$ cat config.mk
export PLATFORM = sky130hd
export DESIGN_NAME = regFile
export DESIGN_NICKNAME = d
export VERILOG_FILES = /design/src/common.sv /design/src/regFile.sv
export SDC_FILE = /design/constraint.sdc
export NUM_CORES = 2
export LEC_CHECK = 0
export BUFFER_PORTS_ARGS = -buffer_cell sky130_fd_sc_hd__buf_2
export CORE_ASPECT_RATIO = 1.5
export CORE_UTILIZATION = 55
export DETAILED_ROUTE_END_ITERATION = 10
export PLACE_DENSITY = 0.74
export SETUP_SLACK_MARGIN = 0.1
export SYNTH_ARGS = -nofsm -noshare
export SYNTH_HDL_FRONTEND = slang
export SYNTH_SLANG_ARGS = --single-unit
$ cat constraint.sdc
create_clock -name clk -period 2.5 [get_ports clk]
set_input_delay 0.25 -clock clk [delete_from_list [all_inputs] [get_ports clk]]
set_output_delay 0.25 -clock clk [all_outputs]
set_load 0.1 [all_outputs]
$ cat src/common.sv
package common;

    localparam int XLEN          = 64;
    localparam int REG_COUNT     = 32;
    localparam int REG_IDX_W     = 5;
    localparam int INSTR_W       = 32;
    localparam int ALUOP_W       = 3;
    localparam int MEMMODE_W     = 4;
    localparam int FWD_SRC_COUNT = 2;  // the number of forwarding sources and of operands.

    localparam logic [ALUOP_W-1:0] ALU_ADD = 3'd0;
    localparam logic [ALUOP_W-1:0] ALU_SUB = 3'd1;
    localparam logic [ALUOP_W-1:0] ALU_AND = 3'd2;
    localparam logic [ALUOP_W-1:0] ALU_OR  = 3'd3;
    localparam logic [ALUOP_W-1:0] ALU_XOR = 3'd4;
    localparam logic [ALUOP_W-1:0] ALU_SLL = 3'd5;
    localparam logic [ALUOP_W-1:0] ALU_SRL = 3'd6;
    localparam logic [ALUOP_W-1:0] ALU_SRA = 3'd7;

    // the top bit flags an unsigned load and the low bits hold the byte count minus one.
    localparam logic [MEMMODE_W-1:0] MEM_B  = 4'b0000;
    localparam logic [MEMMODE_W-1:0] MEM_H  = 4'b0001;
    localparam logic [MEMMODE_W-1:0] MEM_W  = 4'b0011;
    localparam logic [MEMMODE_W-1:0] MEM_D  = 4'b0111;
    localparam logic [MEMMODE_W-1:0] MEM_BU = 4'b1000;
    localparam logic [MEMMODE_W-1:0] MEM_HU = 4'b1001;
    localparam logic [MEMMODE_W-1:0] MEM_WU = 4'b1011;

    localparam logic [6:0] OP_LUI    = 7'b0110111;
    localparam logic [6:0] OP_AUIPC  = 7'b0010111;
    localparam logic [6:0] OP_JAL    = 7'b1101111;
    localparam logic [6:0] OP_JALR   = 7'b1100111;
    localparam logic [6:0] OP_BRANCH = 7'b1100011;
    localparam logic [6:0] OP_LOAD   = 7'b0000011;
    localparam logic [6:0] OP_STORE  = 7'b0100011;
    localparam logic [6:0] OP_IMM    = 7'b0010011;
    localparam logic [6:0] OP_REG    = 7'b0110011;
    localparam logic [6:0] OP_IMM32  = 7'b0011011;
    localparam logic [6:0] OP_REG32  = 7'b0111011;

endpackage

$ cat src/regFile.sv
`timescale 1ns/1ps

module regFile (
    input  logic                         clk,
    input  logic                         rst,
    input  logic                         wbEn,
    input  logic [common::REG_IDX_W-1:0] wbAddr,
    input  logic [common::XLEN-1:0]      wbData,
    input  logic [common::REG_IDX_W-1:0] rdAddr1,
    input  logic [common::REG_IDX_W-1:0] rdAddr2,
    output logic [common::XLEN-1:0]      rdData1,
    output logic [common::XLEN-1:0]      rdData2
);
    import common::*;

    logic [XLEN-1:0] regs [REG_COUNT-1:1];  // x0 has no storage.

    always_ff @(posedge clk) begin
        if (rst) begin
            for (int i = 1; i < REG_COUNT; i++) begin
                regs[i] <= '0;
            end
        end else if (wbEn && wbAddr != '0) begin
            regs[wbAddr] <= wbData;
        end
    end

    // reads see a same-cycle write only through the forwarding sources.
    assign rdData1 = (rdAddr1 == '0) ? '0 : regs[rdAddr1];
    assign rdData2 = (rdAddr2 == '0) ? '0 : regs[rdAddr2];

endmodule

-- Yosys cells after proc, flatten, opt, wreduce, memory -nomap -nowiden
Memories as Yosys holds them, arrays and structs flattened.
Cells that the tools add are included.
Widths: inputs -> output; s select.
- reduce and logical (&&, ||, !) cells: 5
- muxes and demuxes: 10
- operator list (kind ; count):
    $mux 64 ; 3
    $reduce_or 64->1 ; 1
    $logic_not 5->1 ; 2
    $mux 1 ; 6
    $mux 5 ; 1
    $reduce_bool 5->1 ; 1
    $logic_and 1x1->1 ; 1
- output and inout port bits: 128
- bits in writable memories: 1984
- input port bits: 82
- logic and storage cells: 16
- register bits after elaboration: 0
- memories: 1
- memories (memory ; words ; bits a word ; rd ports ; clocked after Yosys merged registers in ; write ports ; RTL line ; text):
    regs ; 31 ; 64 ; 2 ; 0 ; 31 ; regFile.sv:16 ; logic [XLEN-1:0] regs [REG_COUNT-1:1];

-- Longest topological paths before layout
- word-level depth: 7
- depth in mapped cells: 10
- mapped depth without buffers: 5

-- Worst setup path after synthesis
OpenSTA, ideal clock, no wires.
- kind: input port to output port
- start: input rdAddr1[0] (netlist name)
- end: output rdData1[42] (netlist name)
- slack: -3737 ps
- stages: 9
- required time: 2250 ps
- path buffers: 5
- data arrival time: 5987 ps
- path through: buf_4 > buf_6 > buf_6 > buf_6 > buf_8 > mux2i_1 > o22ai_1 > a211oi_1 > a2111oi_0
- word-level cells in the longest chain between the ends: 2
- elaborated cells between the ends (all ways): 3
- those cells by class: mux: 1; reduce/logical: 1; memory: 1
- RTL lines (item ; RTL line ; text):
    start: declaration ; regFile.sv:9 ; input logic [common::REG_IDX_W-1:0] rdAddr1,
    $mem_v2 31x64 / $logic_not 5->1 (equally long branches) ; - ;
    $mux 64 (*) ; regFile.sv:29 ; assign rdData1 = (rdAddr1 == '0) ? '0 : regs[rdAddr1];
    end: declaration ; regFile.sv:11 ; output logic [common::XLEN-1:0] rdData1,
Mark *: on every way between the ends. The rest lies on a longest branch, timed or not.

==> results.py <==
metrics = {
    "finish": {
        "largest_reg_flops": 2048,
        "seqCellArea_um2": 61500,
        "multi_input_area_um2": 46240,
        "num-nets-final": 7543,
        "reg_top3": "regs: 2048 flops",
        "top_register": "regs",
        "final_cells": 10270,
        "nFillCells": 13260,
        "drive_above_1_share": 0.3331,
        "final_util": 0.6592,
        "areaGrowthSynthToFinish_pct": 19.17,
        "final_area_um2": 129000,
    },
    "global_route": {
        "grt_pass1_wl_mm": 566.8,
        "track_usage": 0.4145,
        "grt_max_degree": 65,
        "antenna_found_initial": 57,
        "gr-total-overflow": 0,
        "grt_pass1_vias": 75530,
    },
    "placement": {
        "port_buffers": 209,
        "place_ws_ps": -533.4,
        "gp_congestion": 0.9409,
        "dp_hpwl_mm": 241.3,
        "dp_cells": 9768,
        "post_dp_cell_area_um2": 119900,
    },
    "clocking": {
        "clk_pin_slew_ps": 60,
        "clock_sink_count": 2048,
        "cts_buffer_depth": 4,
        "htree_levels": 4,
        "cts_made_buffers": 195,
        "cts_tree": "built",
        "clock_tree.root_cell": "clkbuf_16",
    },
    "synthesis": {
        "synth-main-ff-cell": "edfxtp_1",
        "syn-cell-area_um2": 108300,
        "synth_seq_area_share": 0.5681,
        "ys_warn_count": 0,
        "avgSynthCellArea_um2": 15.34,
        "ys_seq_elements": 2048,
        "yosys.cell_types.count": 43,
        "async_flop_share": 0,
        "synth_edf_count": 2048,
        "netlist_instances": 7055,
    },
    "drt": {
        "viasPerCell": 7.408,
        "wl_met2_mm": 187.1,
        "antenna_left": 0,
        "initialDrtViolationCount": 14110,
        "top_layer": "met5",
        "wl_met3_mm": 64.46,
        "routedLengthMet1_mm": 125.5,
        "wl_per_cell_um": 40.11,
        "drtPass1Iterations": 6,
        "num_vias": 76070,
        "drc": 0,
        "wl_mm": 411.9,
    },
    "floorplan": {
        "rows": 199,
        "die_area_um2": 198600,
        "die_h_um": 545.4,
        "die_w_um": 364.2,
        "core_area_um2": 195700,
        "initial_core_util": 0.5532,
        "num_io_pins": 210,
    },
    "critical_path": {
        "critPathKind": "register to output port",
        "arrival_ps": 2920,
        "crit_family": "multiplexers",
        "worst-path-max-fanout": 2,
        "endpoint_kind": "output port",
        "cpPeakStageDelay_ps": 520,
        "setup.worst_path.start_class": "register",
        "crit_buf_inv": 3,
        "cp_cell_sequence": "mux4_2, mux2i_4, nor2_2, a2111oi_2, buf_4, a2111oi_4, buf_6, buf_12",
        "worstPathRequired_ps": 2250,
        "critPathSlowestCell": "mux4_2",
    },
    "power": {
        "peakVddDrop_mv": 0.5916,
        "leakage_nw": 45.36,
        "p_per_area_nw_per_um2": 670.7,
    },
    "sta": {
        "max-slew-margin-rel": 0.1805,
        "rsz0062_at_grt": "yes",
        "fin_crit_sh": 1.269,
        "finalWorstSetupSlack_ps": -672.4,
        "tightest_slew_ps": 1226,
        "setup_violations": 128,
        "hold_viol_final": 0,
        "slew_violations": 0,
        "fmax_mhz": 315.2,
        "min_period_ps": 3172,
        "final.setup.tns_ps": -44790,
    },
    "outcome": {
        "status": "finished with violations",
        "violations": "negative setup slack",
    },
    "min_path": {
        "hold_path_class": "primary input to register",
    },
    "job": {
        "max_cap_viol_count": 0,
    },
}
Yosys cell counts (all sizes together) (7+ instances only):
cell type | number | share of area
a2111oi | 12 | 0.00097
a211oi | 11 | 0.00076
a21o | 42 | 0.0029
a21oi | 50 | 0.0023
a221oi | 57 | 0.0046
a22o | 30 | 0.0024
a22oi | 74 | 0.0051
a32oi | 30 | 0.0024
and2 | 1986 | 0.11
and3 | 31 | 0.0018
buf | 202 | 0.011
clkbuf | 587 | 0.020
edfxtp | 2048 | 0.57
mux2 | 120 | 0.012
mux2i | 365 | 0.034
mux4 | 906 | 0.19
nand2 | 109 | 0.0038
nand2b | 7 | 0.00040
nand3 | 21 | 0.00097
nor2 | 58 | 0.0020
nor2b | 15 | 0.00087
nor4 | 9 | 0.00052
o2111ai | 30 | 0.0024
o211ai | 30 | 0.0021
o21ai | 10 | 0.00046
o221ai | 55 | 0.0044
o22ai | 100 | 0.0058
or2 | 35 | 0.0020
layout make-up:
type                    count  share of cell area
repair buffers            935             0.09078
flip-flops and latches   2048              0.4767
multi-input cells        4279              0.3584
diodes                     51           0.0009892
well taps                2613             0.02534
clock inverters           108            0.008350
inverters                   2          0.00006789
clock buffers             232             0.03939
layout by cell type, fill, tap and decap left out, types with 13 or more instances in the layout:
cell type / synthesis / routed
a21o_4: 0 / 41
a21oi_1: 50 / 33
a21oi_2: 0 / 15
a221oi_1: 57 / 33
a221oi_2: 0 / 16
a22o_1: 30 / 30
a22oi_1: 74 / 31
a22oi_2: 0 / 43
a32oi_1: 30 / 24
and2_1: 1986 / 1985
and3_4: 0 / 31
buf_12: 0 / 369
buf_2: 103 / 72
buf_4: 40 / 414
bufinv_16: 0 / 21
clkbuf_1: 586 / 34
clkbuf_16: 0 / 198
clkinv_1: 0 / 35
clkinv_2: 0 / 37
conb_1: 1 / 64
diode_2: 0 / 51
dlygate4sd3_1: 0 / 64
edfxtp_1: 2048 / 2048
mux2_2: 120 / 107
mux2_4: 0 / 13
mux2i_1: 365 / 358
mux4_2: 906 / 906
nand2_1: 109 / 93
nand2_2: 0 / 15
nand3_1: 21 / 13
nor2_1: 58 / 18
nor2_4: 0 / 38
o2111ai_4: 0 / 30
o211ai_1: 30 / 30
o221ai_1: 55 / 46
o22ai_1: 100 / 86
or2_4: 0 / 32
logic make-up (layout without fill, tap and decap cells):
| family | count (synthesis) | count (layout) | share of synthesized area |
|---|---|---|---|
| buffers and inverters | 791 | 1277 | 0.03171 |
| AOI/OAI and AO/OA | 540 | 540 | 0.03750 |
| and+or+nand+nor | 2284 | 2284 | 0.1279 |
| other | 1 | 115 | 0.00003464 |
| DFF | 2048 | 2048 | 0.5681 |
| muxes | 1391 | 1391 | 0.2347 |
tightest hold or removal path, delay by kind of cell:
family,cells,cell delay [ps]
buf+inv,2,490
simple gates,1,250
routing by layer:
metal,vias up,GRT usage
met3,2113,0.1322
met5,-,0
met2,7628,0.6278
li1,28080,-
met4,32,0.2924
met1,38220,0.5032
power breakdown:
group | switching [mW] | internal [mW]
combinational | 9.47 | 6.54
clock | 13.2 | 16.6
sequential | 1.01 | 39.7
path summary, 6_finish.rpt:
check | start | end | slack (ps) | cells after the start
min | rst | regs[25][9] | 270 | 3
max | regs[6][23] | rdData1[23] | -670 | 8
per-stage QoR:
step | power, mW | hold slack (ps)
3_3_place_gp | 55.63 | 722.5
2_1_floorplan | 49.81 | 348.9
5_1_grt | 87.83 | 266.5
6_report | 86.52 | 266.8
4_1_cts | 85.77 | 216.2
3_5_place_dp | 55.95 | 728.3
repair_timing:
action,4_1_cts,5_1_grt
hold buffers,64,0
pin swaps,174,68
setup endpoints to repair,128,128
resized for setup,303,93
endpoints found under the hold margin,784,0
buffers inserted,20,25
(Power assumes the default switching activity.)
