===== src/common.sv =====
package common;

    localparam int XLEN          = 64;
    localparam int REG_COUNT     = 32;
    localparam int REG_IDX_W     = 5;
    localparam int INSTR_W       = 32;
    localparam int ALUOP_W       = 3;
    localparam int MEMMODE_W     = 4;
    localparam int FWD_SRC_COUNT = 2;  // the number of forwarding sources and of operands.

    localparam logic [ALUOP_W-1:0] ALU_ADD = 3'd0;
    localparam logic [ALUOP_W-1:0] ALU_SUB = 3'd1;
    localparam logic [ALUOP_W-1:0] ALU_AND = 3'd2;
    localparam logic [ALUOP_W-1:0] ALU_OR  = 3'd3;
    localparam logic [ALUOP_W-1:0] ALU_XOR = 3'd4;
    localparam logic [ALUOP_W-1:0] ALU_SLL = 3'd5;
    localparam logic [ALUOP_W-1:0] ALU_SRL = 3'd6;
    localparam logic [ALUOP_W-1:0] ALU_SRA = 3'd7;

    // the top bit flags an unsigned load and the low bits hold the byte count minus one.
    localparam logic [MEMMODE_W-1:0] MEM_B  = 4'b0000;
    localparam logic [MEMMODE_W-1:0] MEM_H  = 4'b0001;
    localparam logic [MEMMODE_W-1:0] MEM_W  = 4'b0011;
    localparam logic [MEMMODE_W-1:0] MEM_D  = 4'b0111;
    localparam logic [MEMMODE_W-1:0] MEM_BU = 4'b1000;
    localparam logic [MEMMODE_W-1:0] MEM_HU = 4'b1001;
    localparam logic [MEMMODE_W-1:0] MEM_WU = 4'b1011;

    localparam logic [6:0] OP_LUI    = 7'b0110111;
    localparam logic [6:0] OP_AUIPC  = 7'b0010111;
    localparam logic [6:0] OP_JAL    = 7'b1101111;
    localparam logic [6:0] OP_JALR   = 7'b1100111;
    localparam logic [6:0] OP_BRANCH = 7'b1100011;
    localparam logic [6:0] OP_LOAD   = 7'b0000011;
    localparam logic [6:0] OP_STORE  = 7'b0100011;
    localparam logic [6:0] OP_IMM    = 7'b0010011;
    localparam logic [6:0] OP_REG    = 7'b0110011;
    localparam logic [6:0] OP_IMM32  = 7'b0011011;
    localparam logic [6:0] OP_REG32  = 7'b0111011;

endpackage


===== src/mainDecoder.sv =====
`timescale 1ns/1ps

module mainDecoder (
    input  logic [common::INSTR_W-1:0]   instr,
    output logic [common::REG_IDX_W-1:0] rs1Idx,
    output logic [common::REG_IDX_W-1:0] rs2Idx,
    output logic [common::REG_IDX_W-1:0] wd,
    output logic [common::XLEN-1:0]      imm,
    output logic [common::ALUOP_W-1:0]   aluOp,
    output logic                         srcB,
    output logic                         isBranch,
    output logic                         isWriteBack,
    output logic                         isMemRead,
    output logic                         isMemWrite,
    output logic [common::MEMMODE_W-1:0] memMode,
    output logic                         rv64,
    output logic                         legal
);
    import common::*;

    logic [6:0] opcode;
    logic [2:0] funct3;
    logic [6:0] funct7;
    logic       f7Zero;
    logic       f7Alt;
    logic [XLEN-1:0] immI;
    logic [XLEN-1:0] immS;
    logic [XLEN-1:0] immB;
    logic [XLEN-1:0] immU;
    logic [XLEN-1:0] immJ;

    function automatic logic [ALUOP_W-1:0] aluSel(input logic [2:0] f3, input logic alt);
        case (f3)
            3'b000:  aluSel = alt ? ALU_SUB : ALU_ADD;
            3'b001:  aluSel = ALU_SLL;
            3'b100:  aluSel = ALU_XOR;
            3'b101:  aluSel = alt ? ALU_SRA : ALU_SRL;
            3'b110:  aluSel = ALU_OR;
            3'b111:  aluSel = ALU_AND;
            default: aluSel = ALU_SUB;  // slt and sltu; EX reads funct3 from exInstr.
        endcase
    endfunction

    function automatic logic [MEMMODE_W-1:0] memSel(input logic [2:0] f3);
        case (f3)
            3'b000:  memSel = MEM_B;
            3'b001:  memSel = MEM_H;
            3'b010:  memSel = MEM_W;
            3'b011:  memSel = MEM_D;
            3'b100:  memSel = MEM_BU;
            3'b101:  memSel = MEM_HU;
            default: memSel = MEM_WU;
        endcase
    endfunction

    assign opcode = instr[6:0];
    assign funct3 = instr[14:12];
    assign funct7 = instr[31:25];
    assign f7Zero = (funct7 == 7'h00);
    assign f7Alt  = (funct7 == 7'h20);

    assign immI = {{52{instr[31]}}, instr[31:20]};
    assign immS = {{52{instr[31]}}, instr[31:25], instr[11:7]};
    assign immB = {{52{instr[31]}}, instr[7], instr[30:25], instr[11:8], 1'b0};
    assign immU = {{32{instr[31]}}, instr[31:12], 12'b0};
    assign immJ = {{44{instr[31]}}, instr[19:12], instr[20], instr[30:21], 1'b0};

    always_comb begin
        rs1Idx      = instr[19:15];
        rs2Idx      = '0;
        wd          = instr[11:7];
        imm         = immI;
        aluOp       = ALU_ADD;
        srcB        = 1'b1;
        isBranch    = 1'b0;
        isWriteBack = 1'b1;
        isMemRead   = 1'b0;
        isMemWrite  = 1'b0;
        memMode     = memSel(funct3);
        rv64        = 1'b0;
        legal       = 1'b1;
        case (opcode)
            OP_LUI, OP_AUIPC: begin
                rs1Idx = '0;
                imm    = immU;
            end
            OP_JAL: begin
                rs1Idx = '0;
                imm    = immJ;
            end
            OP_JALR: legal = (funct3 == 3'b000);
            OP_BRANCH: begin
                rs2Idx      = instr[24:20];
                imm         = immB;
                aluOp       = ALU_SUB;
                srcB        = 1'b0;
                isBranch    = 1'b1;
                isWriteBack = 1'b0;
                legal       = (funct3[2:1] != 2'b01);
            end
            OP_LOAD: begin
                isMemRead = 1'b1;
                legal     = (funct3 != 3'b111);
            end
            OP_STORE: begin
                rs2Idx      = instr[24:20];
                imm         = immS;
                isWriteBack = 1'b0;
                isMemWrite  = 1'b1;
                legal       = ~funct3[2];
            end
            OP_IMM: begin
                aluOp = aluSel(funct3, funct3 == 3'b101 && instr[30]);
                if (funct3 == 3'b001) begin
                    legal = (funct7[6:1] == 6'h00);  // six-bit shamt in RV64.
                end else if (funct3 == 3'b101) begin
                    legal = (funct7[6:1] == 6'h00) || (funct7[6:1] == 6'h10);
                end
            end
            OP_REG: begin
                rs2Idx = instr[24:20];
                srcB   = 1'b0;
                aluOp  = aluSel(funct3, instr[30]);
                legal  = f7Zero || (f7Alt && (funct3 == 3'b000 || funct3 == 3'b101));
            end
            OP_IMM32: begin
                rv64  = 1'b1;
                aluOp = aluSel(funct3, funct3 == 3'b101 && instr[30]);
                legal = (funct3 == 3'b000) || (funct3 == 3'b001 && f7Zero)
                    || (funct3 == 3'b101 && (f7Zero || f7Alt));
            end
            OP_REG32: begin
                rs2Idx = instr[24:20];
                srcB   = 1'b0;
                rv64   = 1'b1;
                aluOp  = aluSel(funct3, instr[30]);
                legal  = ((funct3 == 3'b000 || funct3 == 3'b101) && (f7Zero || f7Alt))
                    || (funct3 == 3'b001 && f7Zero);
            end
            default: legal = 1'b0;
        endcase
        if (!legal) begin
            isBranch    = 1'b0;
            isWriteBack = 1'b0;
            isMemRead   = 1'b0;
            isMemWrite  = 1'b0;
        end
        if (!isWriteBack) begin
            wd = '0;  // no destination, so nothing downstream can match it.
        end
    end

endmodule


===== config.mk =====
export PLATFORM = sky130hd
export DESIGN_NAME = mainDecoder
export DESIGN_NICKNAME = d
export VERILOG_FILES = /design/src/common.sv /design/src/mainDecoder.sv
export SDC_FILE = /design/constraint.sdc
export NUM_CORES = 1
export LEC_CHECK = 0
export ABC_CLOCK_PERIOD_IN_PS = 1200
export BUFFER_PORTS_ARGS = -buffer_cell sky130_fd_sc_hd__buf_4
export CORE_ASPECT_RATIO = 1.25
export CORE_UTILIZATION = 33
export DETAILED_ROUTE_END_ITERATION = 7
export PLACE_DENSITY = 0.8
export SYNTH_ARGS = -nofsm -noshare
export SYNTH_HDL_FRONTEND = slang
export SYNTH_SLANG_ARGS = --single-unit

===== constraint.sdc =====
create_clock -name vclk -period 1.2
set_input_delay 0 -clock vclk [all_inputs]
set_output_delay 0 -clock vclk [all_outputs]
set_load 0.01 [all_outputs]

[After elaboration in Yosys (flattened, before gate mapping)]
Index checks and enable logic that the tools add are counted.
Word-level totals
  input port bits: 32
  flip-flop bits (word level): 0
  word-level logic and storage cells: 71
  output and inout bits: 93
Operators by class
  bitwise gates (word level): 1
  equal/unequal tests: 22
  mux-type cells: 25
  reductions and logical operators: 23
Operator list (count)
  31-bit one-hot mux with 4 select lines: 1
  3-bit one-hot mux with 6 select lines: 2
  7-bit by 6-bit == test with 1-bit output, second input constant: 5
  4-bit one-hot mux with 6 select lines: 1
  7-bit by 5-bit == test with 1-bit output, second input constant: 3
  7-bit == test, second input constant: 3
  1-bit 2-to-1 mux: 16
  5-bit 2-to-1 mux: 3
  3-bit == test, second input constant: 4
  2-bit OR reduction: 5
  1-bit one-hot mux with 9 select lines: 1
  3-bit one-hot mux with 3 select lines: 1
  7-bit by 2-bit == test with 1-bit output, second input constant: 1
  7-bit logical NOT: 1
  1-bit logical OR: 7
  3-bit by 2-bit == test with 1-bit output, second input constant: 2
  6-bit by 5-bit == test with 1-bit output, second input constant: 1
  6-bit logical NOT: 1
  3-bit OR reduction: 2
  1-bit logical AND: 5
  4-bit OR reduction: 1
  3-bit by 1-bit == test with 1-bit output, second input constant: 1
  3-bit logical NOT: 1
  3-bit inequality test, second input constant: 1
  other kinds (2): 2

[Depth between registers and ports, before layout]
  depth after elaboration: 7
  depth in mapped cells: 7

[Worst setup path after synthesis]
No wires, ideal clock.
  path kind: input to output
  start point: in instr[2] in the netlist's numbering
  end point: out wd[0] in the netlist's numbering
  setup slack: -0.100 ns
  buffers on the path: 1
  stages on the path: 6
  data arrival time: 1.300 ns
  path through: buf_2 nor3b_2 or3b_1 a2111oi_4 a211oi_4 nor3b_2
On the way
  longest elaborated chain between the ends: 5
  elaborated cells between the ends (all ways): 17
  classes of those cells: 11 x eq/ne; 4 x mux; 2 x reduce/logical
Ends and longest elaborated chain
  start, declared: line mainDecoder.sv:4  | input logic [common::INSTR_W-1:0] instr,
  7-bit == test (tied with other cells): line mainDecoder.sv:82  | case (opcode)
  3-bit OR reduction (no line) or 2-bit OR reduction (tied branches)
  1-bit one-hot mux with 9 select lines or 1-bit 2-to-1 mux (tied branches): line mainDecoder.sv:82
  1-bit 2-to-1 mux (*): line mainDecoder.sv:142  | if (!legal) begin
  5-bit 2-to-1 mux (*): line mainDecoder.sv:148  | if (!isWriteBack) begin
  end, declared: line mainDecoder.sv:7  | output logic [common::REG_IDX_W-1:0] wd,
Every way passes the cells marked *; elsewhere a longest branch is shown, timed or not.

[Final worst setup path]
  start point: in instr[6] in the netlist's numbering
  end point: out wd[4] in the netlist's numbering
The elaborated chain is that of the path after synthesis.

==> parameters.txt <==
Parameter                              Value

Layout
  Antenna Cells    0
  Num sequential    0
  Cell Count, Final, Fillers Out    roughly 310
  Seq. cell area    0 µm²
  Final-layout clock buffer total    0
  Final net count    between 300 and 400
  Proportion of layout cells with a drive suffix above 1    72.4%
  Final Cell Area    roughly 2400 µm²
  Area added between synthesis and finish    105%

Clocking
  Hold bufs inserted after CTS    0

Synth
  Cell area after synthesis    1160 µm²
  Most frequent cells after synthesis    sky130_fd_sc_hd__buf_4, sky130_fd_sc_hd__nor2b_1, sky130_fd_sc_hd__a21o_1
  Xor-xnor portion of the synthesized cell area    0%
  Count of distinct cell types in the synthesized netlist    43
  Synth top area share    between 20% and 30%
  Post-synthesis share of cell area spent on full adders, half adders and majority gates    0%
  Synth Area per Inst    7.43 µm²
  Area fraction in compound gates after synthesis    roughly 30%
  Simple-Gate Fraction of Synth Area    about two fifths
  Mux share of post-synthesis cell area    less than 1%
  Synthesized net count    ~190
  Post-Syn Instances    156
  Warnings, synthesis    0
  Yosys top cell by area    sky130_fd_sc_hd__buf_4
  Synth top area cells    sky130_fd_sc_hd__buf_4, sky130_fd_sc_hd__a21o_1, sky130_fd_sc_hd__nor2b_1, sky130_fd_sc_hd__nor3b_2, sky130_fd_sc_hd__a22o_1
  Proportion of synthesized chip area in sequential cells    0%
  Top-count cell post-synth    sky130_fd_sc_hd__buf_4
  Main combinational cell family by area after synthesis    simple AND/OR/NAND/NOR gates

Global routing
  Number of antenna violations at the first check in global routing    0
  Largest net degree at the start of global routing    36
  Overall fraction of global-route tracks in use    roughly 20%
  First-pass GRT wire length    between 5 and 6 mm
  Via count of the first global-routing pass    1342
  Congestion Overflow GR    0

Timing
  RSZ-0062 raised after global routing    true
  Final period utilization    126%
  Minimum clock period    1.52 ns
  Relative slew margins    74.7%
  Setup TNS    -2.75 ns
  Number of setup violations in the final report    25
  Final Worst Setup Slack    -0.315 ns
  Count of pins over their slew limit    0
  Worst-case hold slack    between 0.2 and 0.25 ns
  Highest clock rate    roughly 660 MHz
  Final Hold Vio Count    0
  Slew @ Worst Pin    0.377 ns

Drt
  Routed vias    between 1500 and 2000
  Via-per-instance ratio    between 5 and 6
  Wire length after detailed routing    ~4.6 mm
  DRC violations left    0
  1st-pass router iterations    4
  Final routed wire length divided by cell count    between 10 and 15 µm
  Remaining number of nets flagged by the antenna check after routing    0
  Detailed router's first-iteration violation count    11

Job
  Number of max-cap violations    0

Die
  Starting Density    approximately a third
  Die span in x    about 55 µm
  I/O pin total    125
  Die Span Y    68.2 µm
  Area of the die    3750 µm²
  Num rows    23
  Core box area    roughly 3300 µm²

Placed design
  Post-placement worst setup slack    -0.311 ns
  Placed Cells    306
  Number of buffer cells added on primary ports    ~130
  Placer's final routability congestion estimate    approximately 0.83
  Post-detailed-placement cell area    between 2000 and 2500 µm²
  Detailed-placement wirelength estimate    3.38 mm

Min path
  Path class of the lowest-slack min-delay path    in -> out

Worst setup path
  Required @ worst endpoint    approximately 1.2 ns
  Nature of the critical path endpoint    output port
  Critical path startpoint category    input port
  CP max FO    6
  Category of the critical setup timing path    in -> out
  Crit path DAT    between 1.5 and 2 ns

Power and ir drop
  Worst voltage drop across the vdd grid    between 0.0002 and 0.00025 V
  Power Dens Cells    about 320 nW/µm²
  Leakage power summed over all cells    1.29 nW

Status
  Violations in the final reports    setup timing
  Result of the run    finished, violations left
==> worst max-delay path: stages <==
cell                        delay [ns]
sky130_fd_sc_hd__buf_12           0.11
sky130_fd_sc_hd__nor3b_4          0.21
sky130_fd_sc_hd__or3b_4           0.41
sky130_fd_sc_hd__a2111oi_4        0.27
sky130_fd_sc_hd__a211oi_4         0.07
sky130_fd_sc_hd__buf_6            0.15
sky130_fd_sc_hd__nor3b_2          0.16
sky130_fd_sc_hd__buf_4            0.14
==> cells in the final DEF (no fill, tap or decap), types with 2 or more instances in the layout <==
| cell type | n |
|---|---|
| sky130_fd_sc_hd__o21ai_0 | 2 |
| sky130_fd_sc_hd__nor2b_1 | 18 |
| sky130_fd_sc_hd__nor3b_1 | 2 |
| sky130_fd_sc_hd__buf_8 | 3 |
| sky130_fd_sc_hd__nand3b_1 | 3 |
| sky130_fd_sc_hd__or3b_4 | 2 |
| sky130_fd_sc_hd__nor2b_4 | 2 |
| sky130_fd_sc_hd__a21oi_4 | 2 |
| sky130_fd_sc_hd__a21o_1 | 20 |
| sky130_fd_sc_hd__buf_4 | 144 |
| sky130_fd_sc_hd__and3_1 | 2 |
| sky130_fd_sc_hd__nor2b_2 | 2 |
| sky130_fd_sc_hd__nor2_1 | 5 |
| sky130_fd_sc_hd__nor2_2 | 3 |
| sky130_fd_sc_hd__nand2b_1 | 2 |
| sky130_fd_sc_hd__nor3b_2 | 5 |
| sky130_fd_sc_hd__nand2_1 | 3 |
| sky130_fd_sc_hd__buf_12 | 2 |
| sky130_fd_sc_hd__nor3b_4 | 2 |
| sky130_fd_sc_hd__a22o_1 | 4 |
| sky130_fd_sc_hd__buf_6 | 16 |
==> worst paths after layout <==
kind	startpoint	to	slack [ns]	depth (start not counted)
max	instr[6]	wd[4]	-0.32	8
min	instr[13]	memMode[1]	0.24	2
==> layout make-up <==
cell class / count / area, µm²
inverters: 1 / 3.75
repair buffers: 165 / 1350
well taps: 37 / 46.3
multi-input cells: 109 / 975
fillers: 262 / 910
==> power by group <==
part           total (mW)  internal [mW]  switching [mW]
logic               0.764          0.427           0.337
clock network           0              0               0
registers               0              0               0
total               0.764          0.427           0.337
==> metrics by stage <==
stage,util (%),power (mW)
floorplan,-,0.348
global placement,64.0,0.673
detailed placement,64.0,0.683
CTS,67.1,0.708
global route,72.3,0.816
finish,72.3,0.764
==> metal layers <==
layer / track usage, % / up-vias / wire (µm)
met3: 2.22 / 9 / 356
met4: 2.19 / 0 / 89
met2: 40.8 / 80 / 2560
met1: 21.9 / 737 / 1630
met5: 0 / - / 0
li1: - / 756 / -
==> logic make-up (layout without fill, tap and decap cells) <==
kind of cell,count (synthesis),count (layout)
AO/OA/AOI/OAI,40,40
buffers and inverters,48,166
AND/OR/NAND/NOR,67,68
multiplexers,1,1
==> what timing repair did <==
action | 4_1_cts | 5_1_grt
endpoints found under the hold margin | 0 | 0
resized for setup | 23 | 32
setup buffers | 1 | 3
setup endpoints to repair | 44 | 45
gates cloned | 1 | 1
pin swaps | 5 | 10
Note: power is estimated with default switching activity, not from simulation.
