--- config.mk ---
export PLATFORM = sky130hd
export DESIGN_NAME = operandForward
export DESIGN_NICKNAME = d
export VERILOG_FILES = /design/src/common.sv /design/src/operandForward.sv
export SDC_FILE = /design/constraint.sdc
export NUM_CORES = 1
export LEC_CHECK = 0
export ABC_AREA = 1
export BUFFER_PORTS_ARGS = -buffer_cell sky130_fd_sc_hd__buf_4
export CORE_AREA = 2 2 108 110
export DETAILED_ROUTE_END_ITERATION = 10
export DIE_AREA = 0 0 110 112
export PLACE_DENSITY = 0.65
export SLEW_MARGIN = 20
export SYNTH_ARGS = -nofsm -noshare
export SYNTH_HDL_FRONTEND = slang
export SYNTH_SLANG_ARGS = --single-unit
--- constraint.sdc ---
create_clock -name vclk -period 1.6
set_input_delay 0.08 -clock vclk [all_inputs]
set_output_delay 0.08 -clock vclk [all_outputs]
set_load 0.05 [all_outputs]
--- src/common.sv ---
package common;

    localparam int XLEN          = 64;
    localparam int REG_COUNT     = 32;
    localparam int REG_IDX_W     = 5;
    localparam int INSTR_W       = 32;
    localparam int ALUOP_W       = 3;
    localparam int MEMMODE_W     = 4;
    localparam int FWD_SRC_COUNT = 2;  // the number of forwarding sources and of operands.

    localparam logic [ALUOP_W-1:0] ALU_ADD = 3'd0;
    localparam logic [ALUOP_W-1:0] ALU_SUB = 3'd1;
    localparam logic [ALUOP_W-1:0] ALU_AND = 3'd2;
    localparam logic [ALUOP_W-1:0] ALU_OR  = 3'd3;
    localparam logic [ALUOP_W-1:0] ALU_XOR = 3'd4;
    localparam logic [ALUOP_W-1:0] ALU_SLL = 3'd5;
    localparam logic [ALUOP_W-1:0] ALU_SRL = 3'd6;
    localparam logic [ALUOP_W-1:0] ALU_SRA = 3'd7;

    // the top bit flags an unsigned load and the low bits hold the byte count minus one.
    localparam logic [MEMMODE_W-1:0] MEM_B  = 4'b0000;
    localparam logic [MEMMODE_W-1:0] MEM_H  = 4'b0001;
    localparam logic [MEMMODE_W-1:0] MEM_W  = 4'b0011;
    localparam logic [MEMMODE_W-1:0] MEM_D  = 4'b0111;
    localparam logic [MEMMODE_W-1:0] MEM_BU = 4'b1000;
    localparam logic [MEMMODE_W-1:0] MEM_HU = 4'b1001;
    localparam logic [MEMMODE_W-1:0] MEM_WU = 4'b1011;

    localparam logic [6:0] OP_LUI    = 7'b0110111;
    localparam logic [6:0] OP_AUIPC  = 7'b0010111;
    localparam logic [6:0] OP_JAL    = 7'b1101111;
    localparam logic [6:0] OP_JALR   = 7'b1100111;
    localparam logic [6:0] OP_BRANCH = 7'b1100011;
    localparam logic [6:0] OP_LOAD   = 7'b0000011;
    localparam logic [6:0] OP_STORE  = 7'b0100011;
    localparam logic [6:0] OP_IMM    = 7'b0010011;
    localparam logic [6:0] OP_REG    = 7'b0110011;
    localparam logic [6:0] OP_IMM32  = 7'b0011011;
    localparam logic [6:0] OP_REG32  = 7'b0111011;

endpackage

--- src/operandForward.sv ---
`timescale 1ns/1ps

module operandForward (
    input  logic [common::REG_IDX_W-1:0] idx,
    input  logic [common::XLEN-1:0]      regData,
    input  logic                         fwd1Valid,
    input  logic                         fwd1IsWb,
    input  logic [common::REG_IDX_W-1:0] fwd1Wd,
    input  logic [common::XLEN-1:0]      fwd1Data,
    input  logic                         fwd2Valid,
    input  logic                         fwd2IsWb,
    input  logic [common::REG_IDX_W-1:0] fwd2Wd,
    input  logic [common::XLEN-1:0]      fwd2Data,
    output logic [common::XLEN-1:0]      operand
);

    logic hit1;
    logic hit2;

    // x0 is never forwarded.
    assign hit1 = fwd1Valid & fwd1IsWb & (fwd1Wd == idx) & (idx != '0);
    assign hit2 = fwd2Valid & fwd2IsWb & (fwd2Wd == idx) & (idx != '0);

    // source 2 wins over source 1.
    assign operand = hit2 ? fwd2Data : (hit1 ? fwd1Data : regData);

endmodule

**Word level (Yosys, flattened, before mapping)**

Cells that the tools add are included.

- Eq/ne operators: 2
- Reductions and logical operators: 1
- Bitwise gates (word level): 6
- Muxes and demuxes: 2

Operators with widths:

| operator | count |
|---|---|
| two-way mux 64 bit | 2 |
| equality test 5 bit | 2 |
| AND 1 bit | 6 |
| nonzero test 5 bit | 1 |

- Flip-flop bits (word level): 0
- Bits of input ports: 211
- Output and inout bits: 64
- Word-level logic and storage cells: 11

**Longest topological paths before layout**

Gate-level depths: netlist of run 1.

- Word-level depth: 5
- Gate-level depth with buffers: 11
- Depth with buffers taken out: 10

**Worst setup path before layout of run 1**

No wires, ideal clock.

- Kind: input port to output port
- Start: input idx[4] (netlist bit)
- End: output operand[10] (netlist bit)
- Stages: 9
- Data arrival time: 1196 ps
- Setup slack: 324 ps
- Buffers on the path: 2
- Required time: 1520 ps
- Cells stage by stage: inv_2 -> nand3_1 -> nor2_2 -> nor2_4 -> buf_6 -> buf_6 -> nand3_1 -> nand3_1 -> nand2_1

- Longest elaborated chain between the ends: 5
- Elaborated cells on any way between the ends: 9
- Those cells by class: eq/ne (2); mux (2); bitwise (4); reduce/logical (1)

Ends and longest elaborated chain:

| what | line | source |
|---|---|---|
| start, declared | operandForward.sv:4 | `input logic [common::REG_IDX_W-1:0] idx,` |
| equality test 5 bit | operandForward.sv:21 | `assign hit1 = fwd1Valid & fwd1IsWb & (fwd1Wd == idx) & (idx != '0);` |
| AND 1 bit (2 in series) | operandForward.sv:21 |  |
| two-way mux 64 bit | operandForward.sv:25 | `assign operand = hit2 ? fwd2Data : (hit1 ? fwd1Data : regData);` |
| two-way mux 64 bit (*) | operandForward.sv:25 |  |
| end, declared | operandForward.sv:14 | `output logic [common::XLEN-1:0] operand` |

Every way passes the cells marked *; elsewhere a longest branch is shown, timed or not.

**Worst setup path in the final report of run 1**

- Start: input idx[3] (netlist bit)
- End: output operand[27] (netlist bit)

The elaborated chain is that of the path after synthesis.

==> summary.md, run 1 <==
| Metric | Value |
|---|---|
| CP Cell Sequence | buf_4, inv_2, nor2_1, nor2_1, nand2_1, nor2_4, nand2_4, buf_12, nand2_1, nand3_1, nand2_1, buf_4 |
| FF/Latch Area | 0 um^2 |
| Period utilization | 0.933 |
| Fin crit period | 1.49 ns |
| RSZ-0062 raised after global routing | false |
| Total GRT Usage | 0.168 |
| Avg WL per Cell | 12.3 um |
| Crit end category | output pin |
| Setup TNS | 0 ns |
| Power Density | 298 nW/um^2 |
| Worst VDD drop | 0.148 mV |
| Slew HR | 0.844 |
| Syn Nets | 760 |
| Leakage | 3.10 nW |
| Count of cell types in the netlist | 17 |
| Status | finished, final reports clean |
| Share of cells above drive strength 1 | 0.378 |
| Fin nets | 1014 |
| Critical Path Max Stage Delay | 0.20 ns |
| Final WS setup | 0.107 ns |
| Area of the multi-input gates | 1690 um^2 |
| Slowest cell on the critical path | nor2_4 |
| Yosys warns | 0 |
| GP Congestion | 0.858 |
| Seq/Total Area, Yosys | 0 |
| Cells after synthesis | 549 |
| Final wirelength | 11700 um |
| Yosys top cell area share | 0.381 |
| Flop pwr share | 0 |
| Upper clock frequency limit | 0.670 GHz |
| Remaining Overflow, GRT | 0 |
| Worst slew pin tran | 0.233 ns |
| Largest net degree at the start of global routing | 65 |
| Comb pwr share | 1.000 |
| CLK BUF | 0 |
| # rows | 39 |
| Vias in the first global route | 3621 |
| Final setup fails | 0 |
| Area growth from synthesis to final layout | 84.9% |
| Avg Cell Area, Syn | 4.67 um^2 |
| Worst Hold Depth | 4 |
| Fillers | 1232 |
| PortBufs | 275 |
| First-pass GRT wire length | 17200 um |
| First drt pass iteration count | 4 |
| Core box area | 11200 um^2 |
| Antenna violations before repair | 0 |
| Pint | 0.615 mW |
| DR vias/cell | 4.34 |
| Initial core utilization | 0.229 |
| Net Sw Power | 0.794 mW |
| CP startpoint kind | input pin |
| Final Slew Violations | 0 |
| Remaining antenna violation count after routing | 0 |
| Leading post-synthesis cells by cell area | nand3_1, nand2_1, inv_1 |
| Critical Path RT | 1.52 ns |
| Post-detail-place hpwl | 8850 um |
| CP most frequent cell | nand2_1 |
| Min-Delay Path Class | in -> out |
| Hold endpoint | operand[43] |
| Max cap viols | 0 |
| Die Wd | 110 um |
| Postcts setup bufs | 0 |
| Clock power share | 0 |
| Mapped Area | 2560 um^2 |
| Switch share | 0.564 |
| Min-Delay Startpoint | fwd2Data[43] |
| Pre-CTS WS | 0.123 ns |
| Antenna fix cells | 0 |
| Die H | 112 um |
| Critical path class | in -> out |
| Final Hold Vio Count | 0 |
| Ports | 275 |
| Worst EP arrival | 1.41 ns |
| Initial DRC Count | 246 |
| Num sequential | 0 |
| # hold bufs at CTS | 0 |
| Top cell type by total area after synthesis | nand3_1 |
| DR vias | 4093 |
| Worst Path Max Fanout | 28 |
| Full die area | 12300 um^2 |
| DRC | 0 |
==> repair_timing <==
action                                  in CTS  in global routing
endpoints found under the hold margin        0                  0
endpoints found under the setup margin       0                  1
gates resized for setup                      0                  0
==> metrics by stage <==
| stage | area, um^2 | util | total power, mW | hold WS, ns | cells |
|---|---|---|---|---|---|
| floorplan | 2560 | - | 0.767 | 0.501 | 549 |
| global placement | 4710 | 0.422 | 1.40 | 0.540 | 943 |
| detailed placement | 4710 | 0.422 | 1.40 | 0.542 | 943 |
| finish | 4740 | 0.424 | 1.41 | 0.539 | 944 |
| CTS | 4710 | 0.422 | 1.41 | 0.542 | 943 |
| global route | 4740 | 0.424 | 1.52 | 0.563 | 944 |
==> power groups by stage <==
| stage | Combinational, mW | Sequential [mW] | Clock, mW |
|---|---|---|---|
| final | 1.41 | 0 | 0 |
| after global routing | 1.52 | 0 | 0 |
| after CTS | 1.41 | 0 | 0 |
| after detailed placement | 1.40 | 0 | 0 |
| after global placement | 1.40 | 0 | 0 |
| after floorplan | 0.767 | 0 | 0 |
==> cell usage in the layout, fill, tap and decap left out, drive strengths merged <==
cell / count
nor2: 10
nor3: 1
nand4: 1
clkbuf: 1
or2: 1
buf: 289
nand2: 157
a21oi: 1
nand3b: 1
nand3: 197
inv: 142
==> area by class of cell <==
| type | count | area share |
|---|---|---|
| Timing Repair Buffer | 290 | 0.492 |
| Multi-Input combinational cell | 369 | 0.357 |
| Tap cell | 143 | 0.0378 |
| Inverter | 142 | 0.113 |
==> worst max-delay path by stage <==
stage                     startpoint          end  slack (ns)  depth (start not counted)
after floorplan               idx[4]  operand[10]        0.32                          9
after global placement        idx[3]  operand[37]        0.13                         11
after detailed placement      idx[3]  operand[37]        0.12                         11
after CTS                     idx[3]  operand[37]        0.12                         11
after global routing          idx[3]  operand[27]        0.01                         12
final                         idx[3]  operand[27]        0.11                         12
==> logic make-up (layout without fill, tap and decap cells) <==
| kind of cell | count (synthesis) | after routing | share of synthesized area |
|---|---|---|---|
| compound gates | 1 | 1 | 0.00195 |
| buf+inv | 180 | 432 | 0.341 |
| simple gates | 368 | 368 | 0.657 |
==> worst max-delay path: cells and delay by family <==
| family | cells | cell delay [ns] |
|---|---|---|
| buffers and inverters | 4 | 0.54 |
| and+or+nand+nor | 8 | 0.76 |
==> cell usage after synthesis, drive strengths merged <==
master    n
nand3   197
nand2   157
inv     142
buf      38
nor2     10
a21oi     1
nand3b    1
nand4     1
nor3      1
or2       1
==> routing by layer <==
layer,vias to the layer above,GRT usage,routed length (um)
met2,157,0.302,5730
met3,10,0.0176,894
li1,2177,-,-
met4,0,0.0143,104
met5,-,0,0
met1,1749,0.221,4930
No activity file was read; power rests on OpenSTA's default activity.
==> run 2: changes to the inputs <==
BUFFER_PORTS_ARGS = not set   (was -buffer_cell sky130_fd_sc_hd__buf_4)
CORE_AREA = 2 2 106 108   (was 2 2 108 110)
DIE_AREA = 0 0 108 110   (was 0 0 110 112)
DONT_BUFFER_PORTS = 1   (was not set)
PLACE_DENSITY = 0.45   (was 0.65)
==> run 2 against run 1 <==
Fmax is 5.3% higher. Setup slack better by 0.075 ns. Critical endpoint is now operand[8]. Total power shrank 5.9%. Combinational power down 6%. Critical path depth down 2. Via count fell by 14%. Flip-flop and latch count did not move. Die area down 3.6%. Largest cell class is now multi-input gates. Global-route usage is 2.3 points lower. First-iteration DRC count is 22% lower.
==> summary.md, run 2 (synthesized netlist as in run 1, its figures left out) <==
| Metric | Value |
|---|---|
| Final setup fails | 0 (unchanged) |
| Ports | 275 (unchanged) |
| Most common cell after layout, fill and taps aside | nand3_1 |
| Share of cells above drive strength 1 | 0.154 (-0.224) |
| Die H | 110 um (-1.8%) |
| Worst slew pin tran | 0.379 ns (+0.147 ns) |
| Power Density | 341 nW/um^2 (+15%) |
| Final WS setup | 0.183 ns (+0.0753 ns) |
| Critical Path Max Stage Delay | 0.33 ns (+0.13 ns) |
| Final cell count without fillers | 729 (-23%) |
| Final Slew Violations | 0 (unchanged) |
| Initial core utilization | 0.240 (+0.0102) |
| Flop pwr share | 0 (unchanged) |
| # hold bufs at CTS | 0 (unchanged) |
| Placed cells | 729 (-23%) |
| First-pass GRT wire length | 14600 um (-15%) |
| Largest net degree at the start of global routing | 35 (-46%) |
| Post-route cell area | 3890 um^2 (-18%) |
| Fin nets | 802 (-21%) |
| Switch share | 0.583 (+0.0190) |
| Core box area | 10700 um^2 (-4.3%) |
| Min-Delay Path Class | in -> out |
| Vias in the first global route | 3192 (-12%) |
| Net Sw Power | 0.773 mW (-2.7%) |
| Comb pwr share | 1.000 (about the same) |
| Post-route total power | 1.33 mW (-5.9%) |
| GP Congestion | 0.815 (-5.1%) |
| Remaining Overflow, GRT | 0 (unchanged) |
| Fin crit period | 1.42 ns (-0.0753 ns) |
| Worst EP arrival | 1.34 ns (-0.07 ns) |
| Initial DRC Count | 191 (-22%) |
| First drt pass iteration count | 4 (unchanged) |
| Full die area | 11900 um^2 (-3.6%) |
| Status | finished, final reports clean |
| Worst Path Max Fanout | 30 (+7.1%) |
| # rows | 38 (-2.6%) |
| CLK BUF | 0 (unchanged) |
| Hold endpoint | operand[22] |
| Total GRT Usage | 0.145 (-0.0225) |
| CP Cell Sequence | inv_2, nor2_1, nor2_1, nand2_1, nor2_4, buf_4, nand3_1, nand3_1, nand2_1, buf_12 |
| Critical Path RT | 1.52 ns (about the same) |
| Period utilization | 0.886 (-0.0470) |
| Max cap viols | 0 (unchanged) |
| Slew HR | 0.747 (-0.0966) |
| Postcts setup bufs | 0 (unchanged) |
| Leakage | 2.37 nW (-24%) |
| Fillers | 1194 (-3.1%) |
| Worst VDD drop | 0.187 mV (+27%) |
| PortBufs | 0 (-100%) |
| Avg WL per Cell | 13.6 um (+9.9%) |
| Post-detail-place hpwl | 8080 um (-8.7%) |
| CP startpoint kind | input pin |
| Post-DP Area | 3890 um^2 (-17%) |
| Post-cts resize count | 0 (unchanged) |
| RSZ-0062 raised after global routing | false |
| Num sequential | 0 (unchanged) |
| Util after Layout | 0.363 (-0.0605) |
| Pint | 0.554 mW (-10%) |
| Antenna violations before repair | 0 (unchanged) |
| Remaining antenna violation count after routing | 0 (unchanged) |
| Critical path class | in -> out |
| Final wirelength | 9890 um (-15%) |
| Pre-CTS WS | 0.164 ns (+0.0413 ns) |
| Slowest cell on the critical path | buf_4 |
| DR vias | 3515 (-14%) |
| Antenna fix cells | 0 (unchanged) |
| Upper clock frequency limit | 0.706 GHz (+5.3%) |
| Worst Hold Slack | 0.452 ns (-0.0877 ns) |
| DRC | 0 (unchanged) |
| Crit end category | output pin |
| Worst Hold Depth | 3 (-1) |
| Final Hold Vio Count | 0 (unchanged) |
| DR vias/cell | 4.82 (+11%) |
| Min-Delay Startpoint | fwd2Data[22] |
| FF/Latch Area | 0 um^2 (unchanged) |
| Commonest non-fill, non-tap cells in the layout | nand3_1, nand2_1, inv_1 |
| Setup TNS | 0 ns (unchanged) |
| Area growth from synthesis to final layout | 51.7% |
| Clock power share | 0 (unchanged) |
| Die Wd | 108 um (-1.8%) |
## run 2: power by group through the flow
| stage | Combinational (mW) | Sequential (mW) | Clock [mW] |
|---|---|---|---|
| after floorplan | 0.767 | 0 | 0 |
| after global placement | 1.33 | 0 | 0 |
| after detailed placement | 1.33 | 0 | 0 |
| after CTS | 1.33 | 0 | 0 |
| after global routing | 1.41 | 0 | 0 |
| final | 1.33 | 0 | 0 |
## run 2: cell type report
class,instances,area (um^2),share of cell area
timing repair buffer,78,1490,0.382
inverter,142,533,0.137
multi-input combinational,369,1690,0.435
tap,140,175,0.0451
## run 2: per-layer routing
metal,vias to the layer above,part of all wire,GRT usage
met4,0,0.0073,0.0128
li1,1749,-,-
met5,-,0,0
met1,1561,0.38,0.166
met3,8,0.099,0.0329
met2,197,0.51,0.284
## run 2: worst max-delay path by stage
stage	to	cells past startpoint	slack, ns	start
floorplan	operand[10]	9	0.32	idx[4]
global placement	operand[3]	10	0.14	idx[3]
detailed placement	operand[3]	10	0.16	idx[3]
CTS	operand[3]	10	0.16	idx[3]
global route	operand[4]	10	0.001	idx[3]
finish	operand[8]	10	0.18	idx[3]
## run 2: critical path: cells and delay by family
kind                   cells  cell delay (ns)
and+or+nand+nor            7             0.67
buffers and inverters      3             0.55
